==> src/source/ex_params.svh <==
//////////////////////////////
// Width parameters of the execute stage
// Include this in every file that sizes data, register addresses or opcodes
//////////////////////////////

`ifndef EX_PARAMS_SVH
`define EX_PARAMS_SVH

//////////////////////////////
// Data path
//////////////////////////////

// Width of operands and results
`define EX_XLEN 32

// Register file address width, 32 registers
`define EX_RADDR_W 5

// Width of the ALU opcode field
`define EX_ALU_OP_W 4

`endif

==> src/source/ex_pkg.sv <==
//////////////////////////////
// Shared types of the execute stage
// Opcodes, signedness and the packets exchanged with decode, fetch and write-back
//////////////////////////////

`include "ex_params.svh"

package ex_pkg;

  //////////////////////////////
  // Encodings
  //////////////////////////////

  // ALU opcodes
  // EQ through GEU and the set-less-than codes return 0 or 1 in bit 0
  typedef enum logic [`EX_ALU_OP_W-1:0] {
    ADD  = 4'h0,
    SUB  = 4'h1,
    AND  = 4'h2,
    OR   = 4'h3,
    XOR  = 4'h4,
    SLL  = 4'h5,
    SRL  = 4'h6,
    SRA  = 4'h7,
    SLT  = 4'h8,
    SLTU = 4'h9,
    EQ   = 4'hA,
    NE   = 4'hB,
    LT   = 4'hC,
    GE   = 4'hD,
    LTU  = 4'hE,
    GEU  = 4'hF
  } alu_op_e;

  // Operand signedness of the multiplier
  typedef enum logic {
    UU = 1'b0,
    SS = 1'b1
  } mult_sign_e;

  //////////////////////////////
  // Packets
  //////////////////////////////

  // One decoded instruction from decode
  typedef struct packed {
    alu_op_e                 alu_op;
    logic [`EX_XLEN-1:0]     operand_a;
    logic [`EX_XLEN-1:0]     operand_b;
    // MAC addend, also the jump target
    logic [`EX_XLEN-1:0]     operand_c;
    logic                    mult_en;
    logic                    mac_en;
    mult_sign_e              mult_sign;
    logic                    csr_access;
    logic [`EX_XLEN-1:0]     csr_rdata;
    logic                    alu_we;
    logic [`EX_RADDR_W-1:0]  alu_waddr;
    logic                    prepost_useincr;
    // Passed straight on to write-back
    logic                    wb_we;
    logic [`EX_RADDR_W-1:0]  wb_waddr;
    logic [`EX_XLEN-1:0]     rb_data;
  } ex_req_t;

  // Forwarding packet back to decode
  typedef struct packed {
    logic                    we;
    logic [`EX_RADDR_W-1:0]  waddr;
    logic [`EX_XLEN-1:0]     wdata;
  } ex_fw_t;

  // Content of the EX/WB register
  typedef struct packed {
    logic                    we;
    logic [`EX_RADDR_W-1:0]  waddr;
    logic [`EX_XLEN-1:0]     rb_data;
  } ex_wb_t;

endpackage

==> src/source/alu.sv <==
//////////////////////////////
// Combinational ALU of the execute stage
// Arithmetic, logic, shifts and compares, plus a separate load/store address adder
//////////////////////////////

`include "ex_params.svh"

module alu
(
  input  ex_pkg::alu_op_e      operator_i,
  input  logic [`EX_XLEN-1:0]  operand_a_i,
  input  logic [`EX_XLEN-1:0]  operand_b_i,

  output logic [`EX_XLEN-1:0]  result_o,
  // To the load/store unit
  output logic [`EX_XLEN-1:0]  adder_lsu_o
);

  // Shift amount comes from the low bits of operand B
  localparam int SHAMT_W = $clog2(`EX_XLEN);

  logic                  adder_sub;
  logic [`EX_XLEN-1:0]   adder_op_b;
  logic [`EX_XLEN:0]     adder_full;
  logic [`EX_XLEN-1:0]   adder_result;
  logic                  adder_carry;

  logic                  is_equal;
  logic                  is_less_u;
  logic                  is_less_s;
  logic                  cmp_result;

  logic [SHAMT_W-1:0]    shamt;
  logic                  shift_fill;
  logic [`EX_XLEN:0]     shift_right_in;
  logic [`EX_XLEN:0]     shift_right_full;
  logic [`EX_XLEN-1:0]   shift_left;

  //////////////////////////////
  // Main adder
  //////////////////////////////

  // Everything but ADD needs A - B
  assign adder_sub  = (operator_i != ex_pkg::ADD);
  assign adder_op_b = adder_sub ? ~operand_b_i : operand_b_i;

  // Two's complement subtract as A + ~B + 1, carry kept in the top bit
  assign adder_full = {1'b0, operand_a_i} + {1'b0, adder_op_b}
                    + {{`EX_XLEN{1'b0}}, adder_sub};

  assign adder_result = adder_full[`EX_XLEN-1:0];
  assign adder_carry  = adder_full[`EX_XLEN];

  //////////////////////////////
  // Comparisons
  //////////////////////////////

  // Zero difference means equal operands
  assign is_equal  = (adder_result == '0);
  // No carry out of A - B means a borrow, so A < B unsigned
  assign is_less_u = ~adder_carry;
  // Differing signs decide directly, else the sign of the difference
  assign is_less_s = (operand_a_i[`EX_XLEN-1] != operand_b_i[`EX_XLEN-1]) ?
                     operand_a_i[`EX_XLEN-1] : adder_result[`EX_XLEN-1];

  always_comb
  begin
    case (operator_i)
      ex_pkg::EQ:             cmp_result = is_equal;
      ex_pkg::NE:             cmp_result = ~is_equal;
      ex_pkg::SLT, ex_pkg::LT: cmp_result = is_less_s;
      ex_pkg::GE:             cmp_result = ~is_less_s;
      ex_pkg::SLTU, ex_pkg::LTU: cmp_result = is_less_u;
      ex_pkg::GEU:            cmp_result = ~is_less_u;
      default:                cmp_result = 1'b0;
    endcase
  end

  //////////////////////////////
  // Shifter
  //////////////////////////////

  assign shamt = operand_b_i[SHAMT_W-1:0];

  // Extra top bit carries the sign for SRA, zero for SRL
  assign shift_fill       = (operator_i == ex_pkg::SRA) & operand_a_i[`EX_XLEN-1];
  assign shift_right_in   = {shift_fill, operand_a_i};
  assign shift_right_full = $signed(shift_right_in) >>> shamt;

  assign shift_left = operand_a_i << shamt;

  //////////////////////////////
  // Result select
  //////////////////////////////

  always_comb
  begin
    case (operator_i)
      ex_pkg::ADD, ex_pkg::SUB: result_o = adder_result;
      ex_pkg::AND:  result_o = operand_a_i & operand_b_i;
      ex_pkg::OR:   result_o = operand_a_i | operand_b_i;
      ex_pkg::XOR:  result_o = operand_a_i ^ operand_b_i;
      ex_pkg::SLL:  result_o = shift_left;
      ex_pkg::SRL, ex_pkg::SRA: result_o = shift_right_full[`EX_XLEN-1:0];
      // Set-less-than and branch compares
      default:      result_o = {{(`EX_XLEN-1){1'b0}}, cmp_result};
    endcase
  end

  // Own adder for the address, off the critical path of the main adder
  assign adder_lsu_o = operand_a_i + operand_b_i;

endmodule

==> src/source/ex_stage.sv <==
//////////////////////////////
// Execute stage of the in-order core
// Hosts the ALU and multiplier, forwards results to decode and holds the EX/WB register
//////////////////////////////

`include "ex_params.svh"

module ex_stage
(
  input  logic                 clk,
  input  logic                 rst_n,

  // Decoded instruction from decode
  input  ex_pkg::ex_req_t      req_i,
  // Write-back back-pressure
  input  logic                 stall_wb_i,

  // Forwarding to decode
  output ex_pkg::ex_fw_t       fw_o,
  // Registered write-back packet
  output ex_pkg::ex_wb_t       wb_o,

  // To the load/store unit
  output logic [`EX_XLEN-1:0]  data_addr_o,

  // To fetch
  output logic [`EX_XLEN-1:0]  jump_target_o,
  output logic                 branch_decision_o
);

  logic [`EX_XLEN-1:0]  alu_result;
  logic [`EX_XLEN-1:0]  alu_adder_lsu;
  logic [`EX_XLEN-1:0]  mult_result;
  ex_pkg::ex_wb_t       wb_next;

  //////////////////////////////
  // ALU
  //////////////////////////////

  alu alu_inst
  (
    .operator_i  ( req_i.alu_op    ),
    .operand_a_i ( req_i.operand_a ),
    .operand_b_i ( req_i.operand_b ),
    .result_o    ( alu_result      ),
    .adder_lsu_o ( alu_adder_lsu   )
  );

  //////////////////////////////
  // Multiplier
  //////////////////////////////

  // Operand C doubles as the accumulate value
  mult mult_inst
  (
    .signed_mode_i ( req_i.mult_sign ),
    .mac_en_i      ( req_i.mac_en    ),
    .op_a_i        ( req_i.operand_a ),
    .op_b_i        ( req_i.operand_b ),
    .mac_i         ( req_i.operand_c ),
    .result_o      ( mult_result     )
  );

  //////////////////////////////
  // Forwarding
  //////////////////////////////

  // Write enable and address follow decode unchanged
  // Data priority is CSR, then multiplier, then ALU
  always_comb
  begin
    fw_o.we    = req_i.alu_we;
    fw_o.waddr = req_i.alu_waddr;
    fw_o.wdata = alu_result;

    if (req_i.mult_en)
      fw_o.wdata = mult_result;

    if (req_i.csr_access)
      fw_o.wdata = req_i.csr_rdata;
  end

  // Post-increment uses the base alone, otherwise base plus offset
  assign data_addr_o = req_i.prepost_useincr ? alu_adder_lsu : req_i.operand_a;

  // Branch taken when the compare result is 1
  assign branch_decision_o = alu_result[0];
  assign jump_target_o     = req_i.operand_c;

  //////////////////////////////
  // EX/WB register
  //////////////////////////////

  always_comb
  begin
    wb_next.we      = req_i.wb_we;
    wb_next.waddr   = req_i.wb_waddr;
    wb_next.rb_data = req_i.rb_data;
  end

  // Holds its content for as long as write-back stalls
  always_ff @(posedge clk, negedge rst_n)
  begin
    if (!rst_n)
    begin
      wb_o <= '0;
    end
    else if (!stall_wb_i)
    begin
      wb_o <= wb_next;
    end
  end

endmodule

==> src/source/mult.sv <==
//////////////////////////////
// Single-cycle 32x32 multiplier
// Returns the low product half, optionally plus an accumulate operand
//////////////////////////////

`include "ex_params.svh"

module mult
(
  input  ex_pkg::mult_sign_e   signed_mode_i,
  input  logic                 mac_en_i,

  input  logic [`EX_XLEN-1:0]  op_a_i,
  input  logic [`EX_XLEN-1:0]  op_b_i,
  // Accumulate operand
  input  logic [`EX_XLEN-1:0]  mac_i,

  output logic [`EX_XLEN-1:0]  result_o
);

  logic                         ext_bit_a;
  logic                         ext_bit_b;
  logic signed [`EX_XLEN:0]     op_a_ext;
  logic signed [`EX_XLEN:0]     op_b_ext;
  logic signed [2*`EX_XLEN+1:0] product;
  logic [`EX_XLEN-1:0]          product_lo;
  logic [`EX_XLEN-1:0]          mac_addend;

  //////////////////////////////
  // Operand extension
  //////////////////////////////

  // Sign bit for SS, zero for UU
  assign ext_bit_a = (signed_mode_i == ex_pkg::SS) & op_a_i[`EX_XLEN-1];
  assign ext_bit_b = (signed_mode_i == ex_pkg::SS) & op_b_i[`EX_XLEN-1];

  // 33-bit signed view covers both modes with one multiplier
  assign op_a_ext = $signed({ext_bit_a, op_a_i});
  assign op_b_ext = $signed({ext_bit_b, op_b_i});

  //////////////////////////////
  // Product and accumulate
  //////////////////////////////

  // Full width product, high half reserved for a later mulh path
  assign product = op_a_ext * op_b_ext;

  // Low half is independent of the signedness
  assign product_lo = product[`EX_XLEN-1:0];

  assign mac_addend = mac_en_i ? mac_i : '0;

  // Wraps modulo 2^32 like the plain product
  assign result_o = product_lo + mac_addend;

endmodule
==> config.mk <==
export PLATFORM = sky130hd
export DESIGN_NAME = ex_stage
export DESIGN_NICKNAME = d
export VERILOG_FILES = /design/src/source/ex_pkg.sv /design/src/source/alu.sv /design/src/source/ex_stage.sv /design/src/source/mult.sv
export VERILOG_INCLUDE_DIRS = /design/src /design/src/source
export SDC_FILE = /design/constraint.sdc
export NUM_CORES = 2
export LEC_CHECK = 0
export BUFFER_PORTS_ARGS = -buffer_cell sky130_fd_sc_hd__buf_2
export CORE_ASPECT_RATIO = 1.75
export CORE_UTILIZATION = 45
export CTS_BUF_LIST = sky130_fd_sc_hd__clkbuf_8
export DETAILED_ROUTE_END_ITERATION = 10
export GPL_TIMING_DRIVEN = 0
export HOLD_SLACK_MARGIN = 0.15
export PLACE_DENSITY = 0.67
export SYNTH_ARGS = -nofsm -noshare
export SYNTH_HDL_FRONTEND = slang
export SYNTH_SLANG_ARGS = --single-unit
==> constraint.sdc <==
create_clock -name clk -period 10.8 [get_ports clk]
set_input_delay 1.62 -clock clk [delete_from_list [all_inputs] [get_ports clk]]
set_output_delay 1.62 -clock clk [all_outputs]
set_load 0.05 [all_outputs]
==> results of run 1 <==
-- routing by layer --
metal	track usage	overflow
met5	0.001570	0
met4	0.5591	1
met3	0.2207	0
met2	0.8473	0
met1	0.5408	0
-- cells by family after synthesis --
| kind of cell | share of synthesized area |
|---|---|
| compound gates | 0.1391 |
| simple gates | 0.1533 |
| xor+xnor | 0.05114 |
| mux | 0.06620 |
| fa+ha+maj | 0.4342 |
| flops | 0.03470 |
| buf+inv | 0.1214 |
-- metrics by stage --
step,std cells,util
CTS,4687,0.5417
global placement,4584,0.4992
floorplan,3487,-
detailed placement,4585,0.4994
-- what timing repair did --
action / CTS
gates resized for setup: 453
pin swaps: 84
endpoints found under the setup margin: 21
buffers inserted: 116
==> summary.txt, run 1 <==
Synth
  – Register area share after synthesis: 0.03470
  – Fraction of registers with async set/reset: 1.000
  – Post-synth EDFFs: 0
  – Synthesized flop and latch total: 38
  – Top cells by area, synth: fa_1, ha_1, inv_1
  – Ys Warns: 0
  – Syn Area/Cell: 7.859 sq um
  – Post-synth top cells: inv_1, nor2_1, fa_1
  – Post-synth top area share: 0.3214
  – Area leader, netlist: fa_1
  – Synth Cell Area: 0.02740 sq mm
  – Syn nets: 4358
  – Count leader, synth: inv_1
  – Ys flop type: dfrtp_1
  – Synthesized netlist cell count: between 3000 and 4000
  – Synth cell types: a little under 80

Placed design
  – Place WS: -2.739 ns
  – RePlAce Congestion: between 1 and 1.5
  – DP HPWL: 127900 microns
  – I/O Buffers: roughly 310
  – Placed cell areas: ~0.030 sq mm

Floorplanning
  – Die Ht: 328.5 microns
  – # IOs: 325
  – Die Width: 188.5 microns
  – Initial Util: 0.4556
  – Row Count: 119

Outcome
  – Outcome: did not finish
  – First reported error: [ERROR GRT-0116] Global routing finished with congestion. Check the congestion regions in the DRC Viewer.
  – Last stage reached: global routing

Global routing
  – Largest net degree at the start of global routing: 39
  – Vias in the first global route: 32301
  – GRT Util Overall: 0.5466
  – First-pass GRT wire length: 237800 microns
  – Gr ovfl total: 1

Clocking
  – Clk root buf: clkbuf_8
  – CTS sink cnt: 38
  – Clock Tree Buf Depth: 2
  – Num CTS Buffers: 5
  – Hold buffer count at CTS: 0
  – H-Tree Depth: 2
==> inputs of run 2 (changes only) <==
--- a/config.mk
+++ b/config.mk
@@ -7,13 +7,10 @@
 export NUM_CORES = 2
 export LEC_CHECK = 0
 export BUFFER_PORTS_ARGS = -buffer_cell sky130_fd_sc_hd__buf_2
-export CORE_ASPECT_RATIO = 1.75
-export CORE_UTILIZATION = 45
-export CTS_BUF_LIST = sky130_fd_sc_hd__clkbuf_8
+export CORE_UTILIZATION = 30
 export DETAILED_ROUTE_END_ITERATION = 10
 export GPL_TIMING_DRIVEN = 0
-export HOLD_SLACK_MARGIN = 0.15
-export PLACE_DENSITY = 0.67
+export PLACE_DENSITY_LB_ADDON = 0.15
 export SYNTH_ARGS = -nofsm -noshare
 export SYNTH_HDL_FRONTEND = slang
 export SYNTH_SLANG_ARGS = --single-unit
==> constraint.sdc (replaced) <==
create_clock -name clk -period 14 [get_ports clk]
set_input_delay 2.1 -clock clk [delete_from_list [all_inputs] [get_ports clk]]
set_output_delay 2.1 -clock clk [all_outputs]
set_load 0.05 [all_outputs]
==> run 2 against run 1 <==
The flow now finishes, with violations (capacitance limit, slew limit). Synthesized cell count stayed put. Area after synthesis stayed put.
==> summary.txt, run 2 <==
Clocking
  – CTS sink cnt: 38 (unchanged)
  – Hold buffer count at CTS: 0 (unchanged)
  – Num CTS Buffers: 5 (unchanged)
  – Clk slew on worst S/H paths: 0.05 ns
  – Clock Latency Late Sink: 0.28 ns
  – CTS tree: built
  – H-Tree Depth: 2 (unchanged)
  – Clk root buf: clkbuf_16
  – Clock Tree Buf Depth: 2 (unchanged)

Setup path
  – Crit. End Element: output port
  – Worst Reg2Reg Path Length in Cells: 1
  – CP startpoint kind: primary input
  – CP arrival: 11.75 ns
  – Worst r2r src: wb_o[14]
  – R2r setup slk: 13.25 ns
  – Slowest stage delay, CP: a little over 1 ns
  – Worst path required time: about 12 ns
  – Worst reg2reg path endpoint: wb_o[14]
  – Crit path kind: in2out
  – Crit-path slowest cell: clkinv_1
  – Crit path from: req_i[145]
  – Crit path top cell by count: fa_1
  – CP Max Fanout: 10

Synth
  – Ys Warns: 0 (unchanged)
  – Register area share after synthesis: 0.03470 (unchanged)
  – Ys flop type: dfrtp_1
  – Syn Area/Cell: 7.859 sq um (unchanged)
  – Synth Cell Area: 0.02740 sq mm (unchanged)
  – Count leader, synth: inv_1
  – Fraction of registers with async set/reset: 1.000 (unchanged)
  – Synthesized netlist cell count: 3487 (unchanged)
  – Synthesized flop and latch total: 38 (unchanged)
  – Synth cell types: 77 (unchanged)
  – Post-synth top area share: 0.3214 (unchanged)
  – Top cells by area, synth: fa_1, ha_1, inv_1
  – Post-synth EDFFs: 0 (unchanged)
  – Area leader, netlist: fa_1
  – Syn nets: 4358 (unchanged)
  – Post-synth top cells: inv_1, nor2_1, fa_1

Cells and area
  – Share of layout cells above drive strength 1: 0.1256
  – Most frequent cells in the layout: inv_1, nor2_1, fa_1
  – Nets: about 4700
  – Biggest register: wb_o
  – Most common cell after layout, fill and taps aside: inv_1
  – Regs by FF count: wb_o: 38 flops
  – Area delta synth->final: 12.04%
  – Max reg flops: 38
  – Finished Core Util: 0.3401
  – Fillers: 9970

Placed design
  – RePlAce Congestion: 1.026 (-9.1%)
  – I/O Buffers: 311 (unchanged)
  – DP HPWL: 125300 microns (-2.1%)

Min path
  – Critical hold path startpoint: wb_o[12]
  – Hold worst-path end: wb_o[12]
  – Min-Delay Path Class: reg2reg
  – Hold Crit Depth: 1

Floorplanning
  – Initial Util: 0.3035 (-0.1521)
  – Core Area: approximately 0.09 sq mm
  – Die Width: 304.2 microns (+61%)
  – DIE AREA: 0.09256 sq mm
  – Row Count: 110 (-7.6%)
  – # IOs: 325 (unchanged)
  – Die Ht: 304.2 microns (-7.4%)

Timing
  – Worst Skew: 0 ns
  – Setup violation total in the final timing report: 0
  – Max transition margin: -0.05733
  – Final max-slew violation count: 9
  – Hold Violations, Final: 0
  – Unrepaired setup endpoints after global routing: false
  – Worst-margin pin slew: 1.574 ns
  – Final Critical Period: 13.85 ns
  – Fmax: 72.22 MHz
  – Period utilization: 0.9890

Global routing
  – Antenna violations before repair: 9
  – Vias in the first global route: 27050
  – First-pass GRT wire length: 206800 microns
  – Largest net degree at the start of global routing: 39
  – Gr ovfl total: 0
  – GRT Util Overall: 0.3137

Outcome
  – Outcome: complete, but fails checks
  – Failing checks: capacitance limit, slew limit

Routing
  – WL final: 147300 microns
  – Residual DRC: 0
  – Routed wire length per instance: 29.59 microns
  – Vias: 27230
  – Antenna violation net count after detailed routing: 0
  – Vias per Instance: about 5.5
  – Iter 0 DRT Violations: 2855
  – Drt pass-1 iters: 6

Run
  – Max-cap violations: 2
## run 2: cell counts after synthesis
Identical to the previous run, type by type.
## run 2: worst max-delay path: cells and delay by family
family                   cells  cell delay, ns
buffers and inverters        9            3.16
adder cells (fa/ha/maj)      9            3.35
AO/OA/AOI/OAI               11            2.86
AND/OR/NAND/NOR              1            0.23
## run 2: kinds of logic after synthesis
family                   synth area share
AND/OR/NAND/NOR                    0.1533
buffers and inverters              0.1214
adder cells (fa/ha/maj)            0.4342
AO/OA/AOI/OAI                      0.1391
XOR/XNOR                          0.05114
multiplexers                      0.06620
flip-flops                        0.03470
## run 2: stage by stage
stage          hold slack [ns]  setup TNS (ns)  area (sq um)  instances  setup WS [ns]
5_1_grt                 0.5164               0         30690       4974       0.004107
3_5_place_dp            0.4881          -21.39         30460       4977         -2.256
6_report                0.5000               0         30700       4978         0.1539
3_3_place_gp            0.4835          -21.69         30430       4974         -2.306
4_1_cts                 0.5012               0         30670       4977        0.04551
2_1_floorplan           0.8673               0         27400       3487         0.9442
## run 2: worst max-delay path by stage
| stage | slack [ns] | cells past startpoint | to |
|---|---|---|---|
| after floorplan | 0.94 | 31 | fw_o[30] |
| after global placement | -2.31 | 33 | fw_o[30] |
| after detailed placement | -2.26 | 33 | fw_o[30] |
| after CTS | 0.05 | 32 | fw_o[30] |
| after global routing | 0.004 | 30 | fw_o[30] |
| final | 0.15 | 30 | fw_o[30] |
## run 2: area by class of cell
| class | count | area, sq um | area share |
|---|---|---|---|
| multi-input cells | 2604 | 23190 | 0.7553 |
| flip-flops and latches | 38 | 950.9 | 0.03097 |
| well taps | 1176 | 1471 | 0.04793 |
| plain buffers | 217 | 1028 | 0.03350 |
| inverters | 616 | 2316 | 0.07543 |
| clock inverters | 2 | 12.51 | 0.0004075 |
| repair buffers | 315 | 1585 | 0.05163 |
| clock buffers | 6 | 138.9 | 0.004524 |
| diodes | 4 | 10.01 | 0.0003260 |
## run 2: layer usage
metal / part of all wire / GRT usage
met2: 0.42 / 0.4641
met5: 0.00021 / 0
met1: 0.44 / 0.4460
met4: 0.044 / 0.1138
met3: 0.096 / 0.06693
## run 2: repair_timing
item / 4_1_cts / 5_1_grt
setup endpoints to repair: 17 / 7
resized for setup: 30 / 20
setup buffers: 1 / 0
Power of run 2 is left out: the tool's default activity adds up to more than one toggle a clock period on the data nets, which glitch-free logic cannot reach.
